--- src/nn_core_macros.svh ---
`ifndef NN_CORE_MACROS_SVH
`define NN_CORE_MACROS_SVH

// classifier geometry
`define NN_NUM_CLASSES   4
`define NN_VEC_LEN       8
`define NN_WEIGHT_COUNT  (`NN_NUM_CLASSES * `NN_VEC_LEN)   // one weight per sram word

// data path widths
`define NN_FEAT_W        8
`define NN_WEIGHT_W      16
`define NN_ACC_W         32
`define NN_CLASS_W       2

// address widths
`define NN_ADDR_W        16   // external weight sram
`define NN_BUF_ADDR_W    5    // on-chip weight buffer

`endif
--- src/nn_types_pkg.sv ---
`include "nn_core_macros.svh"

package nn_types_pkg;

  // signed feature as delivered on the parallel input
  typedef logic signed [`NN_FEAT_W-1:0] feature_t;

  // one class weight, one per sram word
  typedef logic signed [`NN_WEIGHT_W-1:0] weight_t;

  // accumulator, also the reported score
  typedef logic signed [`NN_ACC_W-1:0] acc_t;

  typedef logic [`NN_CLASS_W-1:0] class_t;

  // element k at bits 8k+7..8k
  typedef feature_t [`NN_VEC_LEN-1:0] feature_vec_t;

  typedef struct packed {
    class_t cls;   // winning class
    acc_t   score; // its score
  } result_t;

endpackage

--- src/nn_dma_pkg.sv ---
`include "nn_core_macros.svh"

package nn_dma_pkg;

  typedef logic [`NN_ADDR_W-1:0] sram_addr_t;

  typedef logic [`NN_BUF_ADDR_W-1:0] buf_addr_t;

  // write request towards the weight buffer
  typedef struct packed {
    logic                 en;
    buf_addr_t            addr;
    nn_types_pkg::weight_t data;
  } buf_wr_t;

  typedef enum logic [1:0] {
    IDLE,  // nothing loaded yet
    READ,  // issuing sram addresses
    DRAIN, // last word still in flight
    DONE   // buffer holds a full layer
  } dma_state_t;

endpackage

--- src/nn_core_top.sv ---
`timescale 1ns/1ps
`include "nn_core_macros.svh"

module nn_core_top
  import nn_types_pkg::*;
  import nn_dma_pkg::*;
(
  input  logic         clk,
  input  logic         rst_n,
  input  logic         i_start,
  input  feature_vec_t i_parallel_data,
  input  logic         i_fm_data_valid,
  output sram_addr_t   o_sram_weight_addr,
  input  weight_t      i_sram_weight,
  output logic         o_data_ready,
  output logic         o_dma_finish,
  output class_t       o_result_data,
  output acc_t         o_result_score,
  output logic         o_result_data_valid
);

  buf_wr_t   buf_wr;     // dma to buffer
  buf_addr_t rd_addr;    // classifier read address
  weight_t   rd_weight;
  result_t   result;
  logic      finish_q;   // finish one cycle ago

  weight_dma u_weight_dma (
    .clk         (clk),
    .rst_n       (rst_n),
    .i_start     (i_start),
    .o_sram_addr (o_sram_weight_addr),
    .i_sram_data (i_sram_weight),
    .o_buf_wr    (buf_wr),
    .o_finish    (o_dma_finish)
  );

  weight_buffer u_weight_buffer (
    .clk       (clk),
    .i_wr      (buf_wr),
    .i_rd_addr (rd_addr),
    .o_rd_data (rd_weight)
  );

  fc_classifier u_fc_classifier (
    .clk             (clk),
    .rst_n           (rst_n),
    .i_weights_ready (o_dma_finish),
    .i_feat_valid    (i_fm_data_valid),
    .i_feat          (i_parallel_data),
    .o_rd_addr       (rd_addr),
    .i_weight        (rd_weight),
    .o_result        (result),
    .o_result_valid  (o_result_data_valid)
  );

  // ready pulse on the rising edge of finish
  always_ff @(posedge clk or negedge rst_n) begin
    if (!rst_n) begin
      finish_q     <= 1'b0;
      o_data_ready <= 1'b0;
    end else begin
      finish_q     <= o_dma_finish;
      o_data_ready <= o_dma_finish && !finish_q;
    end
  end

  assign o_result_data  = result.cls;
  assign o_result_score = result.score;

endmodule

--- src/fc_classifier.sv ---
`timescale 1ns/1ps
`include "nn_core_macros.svh"

module fc_classifier
  import nn_types_pkg::*;
  import nn_dma_pkg::*;
(
  input  logic         clk,
  input  logic         rst_n,
  input  logic         i_weights_ready,
  input  logic         i_feat_valid,
  input  feature_vec_t i_feat,
  output buf_addr_t    o_rd_addr,
  input  weight_t      i_weight,
  output result_t      o_result,
  output logic         o_result_valid
);

  localparam int ELEM_W = $clog2(`NN_VEC_LEN);
  localparam class_t LAST_CLS = class_t'(`NN_NUM_CLASSES - 1);
  localparam logic [ELEM_W-1:0] LAST_ELEM = ELEM_W'(`NN_VEC_LEN - 1);

  // read stage
  logic              rd_busy;
  class_t            rd_cls;
  logic [ELEM_W-1:0] rd_elem;

  // mac stage, one cycle behind the read address
  logic              mac_vld;
  class_t            mac_cls;
  logic [ELEM_W-1:0] mac_elem;

  feature_vec_t feat_q;
  acc_t         acc;
  acc_t         sum;
  acc_t         best_score;
  class_t       best_cls;

  logic signed [`NN_FEAT_W+`NN_WEIGHT_W-1:0] prod;
  logic accept;
  logic class_end;
  logic take_new;

  // strobes while busy or before the weights are loaded are dropped
  assign accept    = i_feat_valid && i_weights_ready && !rd_busy && !mac_vld;
  assign prod      = feat_q[mac_elem] * i_weight;
  assign sum       = acc + acc_t'(prod);
  assign class_end = mac_vld && (mac_elem == LAST_ELEM);
  assign take_new  = (mac_cls == '0) || (sum > best_score);  // strict, ties keep lower class

  // class-major layout in the buffer
  assign o_rd_addr = buf_addr_t'(int'(rd_cls) * `NN_VEC_LEN + int'(rd_elem));

  always_ff @(posedge clk or negedge rst_n) begin
    if (!rst_n) begin
      rd_busy        <= 1'b0;
      rd_cls         <= '0;
      rd_elem        <= '0;
      mac_vld        <= 1'b0;
      mac_cls        <= '0;
      mac_elem       <= '0;
      o_result_valid <= 1'b0;
    end else begin
      if (accept) begin
        rd_busy <= 1'b1;
        rd_cls  <= '0;
        rd_elem <= '0;
      end else if (rd_busy) begin
        if (rd_elem == LAST_ELEM) begin
          rd_elem <= '0;
          rd_cls  <= class_t'(rd_cls + 1'b1);
          if (rd_cls == LAST_CLS) begin
            rd_busy <= 1'b0;  // last address issued
          end
        end else begin
          rd_elem <= rd_elem + 1'b1;
        end
      end
      mac_vld        <= rd_busy;
      mac_cls        <= rd_cls;
      mac_elem       <= rd_elem;
      o_result_valid <= class_end && (mac_cls == LAST_CLS);
    end
  end

  always_ff @(posedge clk) begin
    if (accept) begin
      feat_q <= i_feat;
      acc    <= '0;
    end else if (mac_vld) begin
      acc <= class_end ? '0 : sum;  // restart for the next class
    end
    if (class_end && take_new) begin
      best_score <= sum;
      best_cls   <= mac_cls;
    end
    if (class_end && (mac_cls == LAST_CLS)) begin
      o_result.cls   <= take_new ? mac_cls : best_cls;
      o_result.score <= take_new ? sum : best_score;
    end
  end

  // one result per accepted vector, never back to back
  a_result_single : assert property (
    @(posedge clk) disable iff (!rst_n)
    o_result_valid |=> !o_result_valid
  );

endmodule

--- src/weight_buffer.sv ---
`timescale 1ns/1ps
`include "nn_core_macros.svh"

module weight_buffer
  import nn_types_pkg::*;
  import nn_dma_pkg::*;
(
  input  logic      clk,
  input  buf_wr_t   i_wr,
  input  buf_addr_t i_rd_addr,
  output weight_t   o_rd_data
);

  weight_t mem [`NN_WEIGHT_COUNT];

  always_ff @(posedge clk) begin
    if (i_wr.en) begin
      mem[i_wr.addr] <= i_wr.data;
    end
  end

  // registered read, one cycle latency
  always_ff @(posedge clk) begin
    o_rd_data <= mem[i_rd_addr];
  end

  // the dma must never hand over a write without a clean address
  a_wr_addr_known : assert property (
    @(posedge clk) i_wr.en |-> !$isunknown(i_wr.addr)
  );

endmodule

--- src/weight_dma.sv ---
`timescale 1ns/1ps
`include "nn_core_macros.svh"

module weight_dma
  import nn_types_pkg::*;
  import nn_dma_pkg::*;
(
  input  logic       clk,
  input  logic       rst_n,
  input  logic       i_start,
  output sram_addr_t o_sram_addr,
  input  weight_t    i_sram_data,
  output buf_wr_t    o_buf_wr,
  output logic       o_finish
);

  localparam sram_addr_t LAST_ADDR = sram_addr_t'(`NN_WEIGHT_COUNT - 1);

  dma_state_t state;
  sram_addr_t addr_cnt;  // address on the sram port
  logic       wr_en_q;   // word returns this cycle
  buf_addr_t  wr_addr_q; // address that word belongs to

  always_ff @(posedge clk or negedge rst_n) begin
    if (!rst_n) begin
      state    <= IDLE;
      addr_cnt <= '0;
    end else begin
      case (state)
        IDLE, DONE: begin
          if (i_start) begin  // restart from DONE reloads
            state    <= READ;
            addr_cnt <= '0;
          end
        end
        READ: begin
          if (addr_cnt == LAST_ADDR) begin
            state <= DRAIN;
          end else begin
            addr_cnt <= addr_cnt + 1'b1;
          end
        end
        DRAIN: state <= DONE;  // last write goes out this cycle
        default: state <= IDLE;
      endcase
    end
  end

  // pair each returned word with the address that fetched it
  always_ff @(posedge clk or negedge rst_n) begin
    if (!rst_n) begin
      wr_en_q   <= 1'b0;
      wr_addr_q <= '0;
    end else begin
      wr_en_q   <= (state == READ);
      wr_addr_q <= buf_addr_t'(addr_cnt);
    end
  end

  assign o_sram_addr = addr_cnt;
  assign o_buf_wr    = '{en: wr_en_q, addr: wr_addr_q, data: i_sram_data};
  assign o_finish    = (state == DONE);

  // each write comes from an address inside the layer
  a_wr_addr_in_range : assert property (
    @(posedge clk) disable iff (!rst_n)
    o_buf_wr.en |-> ($past(o_sram_addr) < sram_addr_t'(`NN_WEIGHT_COUNT))
  );

endmodule

--- config.mk ---
export PLATFORM = sky130hd
export DESIGN_NAME = nn_core_top
export DESIGN_NICKNAME = d
export VERILOG_FILES = /design/src/nn_types_pkg.sv /design/src/nn_dma_pkg.sv /design/src/nn_core_top.sv /design/src/fc_classifier.sv /design/src/weight_buffer.sv /design/src/weight_dma.sv
export VERILOG_INCLUDE_DIRS = /design/src
export SDC_FILE = /design/constraint.sdc
export NUM_CORES = 1
export LEC_CHECK = 0
export ABC_AREA = 1
export BUFFER_PORTS_ARGS = -buffer_cell sky130_fd_sc_hd__buf_2
export CAP_MARGIN = 20
export CORE_MARGIN = 8
export CORE_UTILIZATION = 25
export CTS_CLUSTER_SIZE = 14
export DETAILED_ROUTE_END_ITERATION = 10
export PLACE_DENSITY = 0.47
export SLEW_MARGIN = 20
export SYNTH_ARGS = -nofsm -noshare
export SYNTH_HDL_FRONTEND = slang
export SYNTH_HIERARCHICAL = 1
export SYNTH_SLANG_ARGS = --single-unit
--- constraint.sdc ---
create_clock -name clk -period 10.4 [get_ports clk]
set_input_delay 0.52 -clock clk [delete_from_list [all_inputs] [get_ports clk]]
set_output_delay 0.52 -clock clk [all_outputs]
set_load 0.02 [all_outputs]
==> key figures, run 1 <==
Global route
  • GRT Total Usage: 12.6%
  • Vias in the first global route: 24.8k
  • Largest net degree at the start of global routing: 139
  • Initial antenna violation count: 6
  • Total gr overflow: 0
  • First-pass GRT wire length: 158 mm

Critical path
  • Setup crit start: u_fc_classifier/mac_elem[0]$_DFF_PN0_
  • Crit path max-delay cell type: fa_1
  • Crit path required time: 10.81 ns
  • Max stage delay on crit path: 0.84 ns
  • End point of the critical path: u_fc_classifier/o_result[16]$_DFFE_PP_
  • Reg-to-reg startpoint: u_fc_classifier/mac_elem[0]$_DFF_PN0_
  • Worst Setup Start Kind: flip-flop
  • Reg2reg path depth: 33
  • CP Max Fanout: 35
  • Setup slack, reg-to-reg: 1.49 ns
  • Arrival @ worst endpoint: 9.32 ns
  • R2R Path End: u_fc_classifier/o_result[16]$_DFFE_PP_
  • Cell mode on critical path: nand2_1
  • Critical path class: flip-flop to flip-flop
  • Crit end category: flip-flop

STA
  • Final Hold Viols: 0
  • Slew Limit Headroom: 27.6%
  • Min cycle time layout: 8.91 ns
  • Slew Limit Fails: 0
  • Clk_skew: 0.0388 ns
  • Final setup vio count: 0
  • Final TNS setup: 0 ns
  • RSZ-0062 raised after global routing: false
  • Peak Freq: 112 MHz
  • Period utilization: 85.7%
  • Slew @ Worst Pin: 1.08 ns

Route
  • Avg WL per Cell: 18.5 microns
  • Vias/cell: 4.42
  • Post-route ant nets: 0
  • DR vias: 25.0k
  • DRC violation total after the first TritonRoute iteration: 1628
  • First-pass detailed-route iteration total: 5
  • Routed wire length: 104 mm
  • DR DRC count: 0

Floorplan
  • Die ar.: 0.160 sq mm
  • Rows: 141
  • I/O pins: 137
  • Core area: 0.147 sq mm
  • Starting Density: 25.1%
  • Die Wd: 400 microns
  • Die Y: 400 microns

Yosys
  • Register area share after synthesis: 57.6%
  • Unique masters post-synth: 52
  • Top post-synthesis cells by area: edfxtp_1 (52%), nand2_1 (11%), fa_1 (8.7%)
  • Cell count after synthesis: 3476
  • EDFF count, synth: 644
  • Synthesis-stage register bit count: 731
  • Syn Area/Cell: 10.6 sq um
  • Leading area contributor after synthesis: edfxtp_1
  • Mapped cell area: 0.0370 sq mm
  • Syn nets: 3829
  • Syn. warnings: 6
  • Most frequent cell after synthesis: nand2_1
  • Post-synth top cells: nand2_1 (1089), edfxtp_1 (644), nand3_1 (484), inv_1 (252), nor2_1 (215)
  • Yosys top cell area share: 52.3%
  • Share of flip-flops with an asynchronous set or reset: 5.34%
  • Synth Flop Type: edfxtp_1

Cells and area
  • Final core utilization: 29.0%
  • Cell area after layout: 0.0427 sq mm
  • Area grow syn2layout: 15.7%
  • # fillers: 15.2k
  • Final net count: 4001
  • Multi-input logic area: 0.0136 sq mm
  • FF/Latch Area: 0.0213 sq mm
  • Share of cells above drive strength 1: 9.94%

Place
  • RD Place Congestion: 0.800
  • DP HPWL: 66.1 mm
  • Cell Area, Placed: 0.0394 sq mm
  • Buffers on Ports: 136

Clock tree
  • Clk buf depth: 3
  • Postcts setup bufs: 0
  • H-tree depth: 3
  • Clock-pin slew on the worst setup and hold paths: 0.06 ns
  • Worst-Skew Late Latency: 0.69 ns
  • CTS Sinks: 731
  • Total CTS buffers: 86
  • TritonCTS clock tree: done
  • Root buffer cell: clkbuf_16

Status
  • Outcome: finished, final reports clean

Job
  • Max-cap viol count: 0

Hold path
  • Hold crit path type: input pin to flip-flop
==> per-layer routing <==
| layer | wire, microns | vias up | global-route usage [%] |
|---|---|---|---|
| li1 | - | 12000 | - |
| met5 | 63 | - | 0 |
| met3 | 5960 | 122 | 2.35 |
| met2 | 47600 | 583 | 20.2 |
| met1 | 48400 | 12300 | 17.5 |
| met4 | 2240 | 10 | 3.49 |
==> logic make-up (layout without fill, tap and decap cells) <==
kind of cell / Yosys count / after routing / share of synthesized area (%)
buffers and inverters: 426 / 662 / 5.70
other: 0 / 3 / 0
flip-flops: 731 / 731 / 57.6
AND/OR/NAND/NOR: 1852 / 1852 / 21.1
AO/OA/AOI/OAI: 174 / 174 / 2.66
adder cells (fa/ha/maj): 269 / 269 / 12.4
XOR/XNOR: 24 / 24 / 0.650
==> flip-flops by register name, indices dropped and copies added (netlist names), 3 cells and up <==
name,count
u_weight_buffer/mem,512
u_fc_classifier/feat_q,64
u_fc_classifier/o_result,34
u_fc_classifier/acc,32
u_fc_classifier/best_score,32
u_weight_buffer/o_rd_data,16
u_weight_dma/o_sram_addr,16
u_weight_dma/wr_addr_q,5
u_fc_classifier/mac_elem,3
u_fc_classifier/rd_elem,3
==> worst min-delay path by stage <==
stage | start | to | slack, ns | depth (start not counted)
final | i_parallel_data[19] | u_fc_classifier/feat_q[19]$_DFFE_PP_ | 0.06 | 1
after global routing | i_parallel_data[40] | u_fc_classifier/feat_q[40]$_DFFE_PP_ | 0.02 | 1
after CTS | i_parallel_data[19] | u_fc_classifier/feat_q[19]$_DFFE_PP_ | 0.0008 | 1
after detailed placement | finish_q$_DFF_PN0_ | o_data_ready$_DFF_PN0_ | 0.40 | 1
after global placement | finish_q$_DFF_PN0_ | o_data_ready$_DFF_PN0_ | 0.40 | 1
after floorplan | rst_n | finish_q$_DFF_PN0_ | 0.22 | 0
==> through the flow <==
stage	cells	hold WS [ns]	setup slack [ns]
final	5645	0.0591	1.49
after global placement	5435	0.396	1.48
after global routing	5643	0.0150	0.576
after floorplan	3476	0.224	1.05
after CTS	5642	0.000754	1.43
after detailed placement	5435	0.400	1.45
==> repair_timing <==
action | CTS | global route
hold endpoints to repair | 93 | 0
gates resized for setup | 0 | 0
hold buffers | 55 | 0
==> placed cells by master (no fill, tap or decap), drive strengths merged, types with 2 or more instances in the layout <==
cell type,n
a21o,4
or2,5
ha,109
fa,160
and2,9
nand3b,5
o21bai,8
o21ai,66
bufinv,8
buf,195
a31oi,2
inv,266
xnor2,4
nand3,491
clkinv,33
a22o,2
nor3,10
clkbuf,105
nand2,1094
dlygate4sd3,55
edfxtp,644
o221ai,14
dfxtp,48
xor2,20
dfrtp,39
nand4,12
o22ai,2
nor2,224
diode,3
a21oi,72
==> layout make-up <==
cell class	instances	share of cell area (%)
Antenna cell	3	0.0176
Clock buffer	105	5.30
Clock inverter	47	1.21
Inverter	260	2.31
Multi-Input combinational cell	2319	31.8
Sequential cell	731	49.8
Tap cell	1930	5.65
Timing Repair Buffer	250	3.92
==> critical path, delay by kind of cell (launching register included) <==
kind            cells  cell delay [ns]
simple gates       16             2.27
fa+ha+maj           7             3.41
buf+inv             5             1.66
compound gates      5             0.89
flops               1             0.35
Power of run 1 is left out: the tool's default activity adds up to more than one toggle a clock period on the data nets, which glitch-free logic cannot reach.
==> inputs of run 2 (changes only) <==
--- a/config.mk
+++ b/config.mk
@@ -11,9 +11,11 @@
 export CAP_MARGIN = 20
 export CORE_MARGIN = 8
 export CORE_UTILIZATION = 25
+export CTS_BUF_LIST = sky130_fd_sc_hd__clkbuf_16
 export CTS_CLUSTER_SIZE = 14
 export DETAILED_ROUTE_END_ITERATION = 10
 export PLACE_DENSITY = 0.47
+export SKIP_CTS_REPAIR_TIMING = 1
 export SLEW_MARGIN = 20
 export SYNTH_ARGS = -nofsm -noshare
 export SYNTH_HDL_FRONTEND = slang
==> run 2 against run 1 <==
Effect of this change: sequential cell count did not move; worst hold slack got worse by 0.018 ns; highest routed layer unchanged; critical path type unchanged; fmax rose by 0.31%; largest cell class unchanged; critical path depth did not move; first-iteration DRC count fell by 2.4%; worst setup slack improved by 0.028 ns; non-clock buffer count fell by 23.
==> key figures, run 2 (same netlist as run 1, synthesis figures left out) <==
Clock tree
  • H-tree depth: 3 (unchanged)
  • Root buffer cell: clkbuf_16
  • CTS Sinks: 731 (unchanged)
  • Clk buf depth: 3 (unchanged)
  • Clock-pin slew on the worst setup and hold paths: 0.06 ns (about the same)
  • Worst-Skew Late Latency: 0.69 ns (about the same)
  • Total CTS buffers: 86 (unchanged)
  • TritonCTS clock tree: done

Hold path
  • Worst hold path depth: 1 (unchanged)
  • Endpoint, Worst Hold: u_fc_classifier/feat_q[16]$_DFFE_PP_
  • Hold crit path type: input pin to flip-flop
  • HP Start: i_parallel_data[16]

Critical path
  • Reg2reg path depth: 33 (unchanged)
  • Crit path required time: 10.81 ns (about the same)
  • R2R Path End: u_fc_classifier/o_result[16]$_DFFE_PP_
  • Arrival @ worst endpoint: 9.29 ns (-0.03 ns)
  • CP Max Fanout: 35 (unchanged)
  • Setup slack, reg-to-reg: 1.52 ns (+0.03 ns)
  • Crit end category: flip-flop
  • Max stage delay on crit path: 0.84 ns (about the same)
  • Crit path max-delay cell type: fa_1
  • Worst Setup Start Kind: flip-flop
  • Critical path class: flip-flop to flip-flop
  • Cell mode on critical path: nand2_1
  • Reg-to-reg startpoint: u_fc_classifier/mac_elem[0]$_DFF_PN0_

STA
  • Final setup vio count: 0 (unchanged)
  • Min cycle time layout: 8.88 ns (-0.0277 ns)
  • Final Hold Viols: 0 (unchanged)
  • Clk_skew: 0.0377 ns (-0.00109 ns)
  • Peak Freq: 113 MHz (+0.31%)
  • Slew Limit Fails: 0 (unchanged)
  • Slew Limit Headroom: 27.4% (-0.17 points)
  • RSZ-0062 raised after global routing: false
  • Period utilization: 85.4% (-0.27 points)
  • Slew @ Worst Pin: 1.09 ns (+0.00252 ns)
  • Final TNS setup: 0 ns (unchanged)

Global route
  • First-pass GRT wire length: 157 mm (-0.76%)
  • Largest net degree at the start of global routing: 139 (unchanged)
  • Total gr overflow: 0 (unchanged)
  • Initial antenna violation count: 6 (unchanged)
  • GRT Total Usage: 12.5% (-0.081 points)
  • Vias in the first global route: 24.5k (-1.3%)

Cells and area
  • Commonest non-fill, non-tap cells in the layout: nand2_1 (1089), edfxtp_1 (644), nand3_1 (484)
  • Final net count: 3978 (-0.57%)
  • Area grow syn2layout: 15.0%
  • Reg with most FFs: u_weight_buffer/mem
  • Commonest non-fill, non-tap cell in the layout: nand2_1
  • Max reg flops: 512 (unchanged)
  • Share of cells above drive strength 1: 9.95% (about the same)
  • Biggest regs: u_weight_buffer/mem (512), u_fc_classifier/feat_q (64), u_fc_classifier/o_result (34)
  • # fillers: 15.2k (+0.16%)

Floorplan
  • I/O pins: 137 (unchanged)
  • Starting Density: 25.1% (unchanged)
  • Die ar.: 0.160 sq mm (unchanged)
  • Core area: 0.147 sq mm (unchanged)
  • Die Y: 400 microns (unchanged)
  • Die Wd: 400 microns (unchanged)
  • Rows: 141 (unchanged)

Route
  • Vias/cell: 4.42 (about the same)
  • Routed wire length: 104 mm (-0.37%)
  • Post-route ant nets: 0 (unchanged)
  • DR vias: 24.8k (-0.42%)
  • Avg WL per Cell: 18.5 microns (about the same)
  • First-pass detailed-route iteration total: 5 (unchanged)
  • DRC violation total after the first TritonRoute iteration: 1589 (-2.4%)
  • DR DRC count: 0 (unchanged)

Place
  • RD Place Congestion: 0.800 (unchanged)
  • Buffers on Ports: 136 (unchanged)
  • DP HPWL: 66.1 mm (unchanged)

Status
  • Outcome: finished, final reports clean

Job
  • Max-cap viol count: 0 (unchanged)
[run 2: cell count changes in the layout (fill, tap and decap cells not counted), sizes merged]
cell,delta
dlygate4sd3,-23
clkbuf,-18
inv,+16
clkinv,+2
diode,-1
[run 2: per-layer routing]
layer	GRT usage, %	vias up	part of all wire, %
met4	3.41	10	2.0
met3	2.34	116	5.6
met2	20.0	567	46
met1	17.5	12200	47
met5	0	-	0.061
li1	-	11900	-
[run 2: how the worst max path moves through the flow]
stage,start,slack (ns),endpoint,depth (start not counted)
after CTS,u_fc_classifier/mac_elem[0]$_DFF_PN0_,1.43,u_fc_classifier/o_result[28]$_DFFE_PP_,31
after global routing,u_fc_classifier/mac_elem[0]$_DFF_PN0_,0.58,u_fc_classifier/o_result[22]$_DFFE_PP_,34
after global placement,u_fc_classifier/mac_elem[0]$_DFF_PN0_,1.48,u_fc_classifier/o_result[30]$_DFFE_PP_,28
after detailed placement,u_fc_classifier/mac_elem[0]$_DFF_PN0_,1.45,u_fc_classifier/o_result[12]$_DFFE_PP_,32
final,u_fc_classifier/mac_elem[0]$_DFF_PN0_,1.52,u_fc_classifier/o_result[16]$_DFFE_PP_,33
after floorplan,u_fc_classifier/mac_elem[1]$_DFF_PN0_,1.05,u_fc_classifier/best_cls[0]$_DFFE_PP_,32
[run 2: layout make-up]
class | count | area (sq um) | area share (%)
sequential | 731 | 21300 | 50.1
clock inverter | 65 | 583 | 1.37
inverter | 260 | 987 | 2.32
tap | 1930 | 2410 | 5.68
timing repair buffer | 227 | 1440 | 3.40
clock buffer | 87 | 2180 | 5.12
antenna | 2 | 5.00 | 0.0118
multi-input combinational | 2319 | 13600 | 32.0
[run 2: metrics by stage]
step | setup WS, ns | hold slack (ns) | area [sq um] | util (%) | instances
after global placement | 1.48 | 0.396 | 39400 | 26.7 | 5435
after global routing | 0.577 | -0.00237 | 42500 | 28.8 | 5620
after CTS | 1.43 | -0.0511 | 42200 | 28.6 | 5587
final | 1.52 | 0.0414 | 42500 | 28.8 | 5621
after detailed placement | 1.45 | 0.400 | 39400 | 26.7 | 5435
after floorplan | 1.05 | 0.224 | 37000 | - | 3476
[run 2: critical path: cells and delay by family, from the launching register on]
family                     cells  cell delay, ns
AOI/OAI and AO/OA              4            0.66
buffers and inverters          5            1.67
adders and majority gates      7            3.42
and+or+nand+nor               17            2.46
DFF                            1            0.35
Power of run 2 is left out for the same reason.
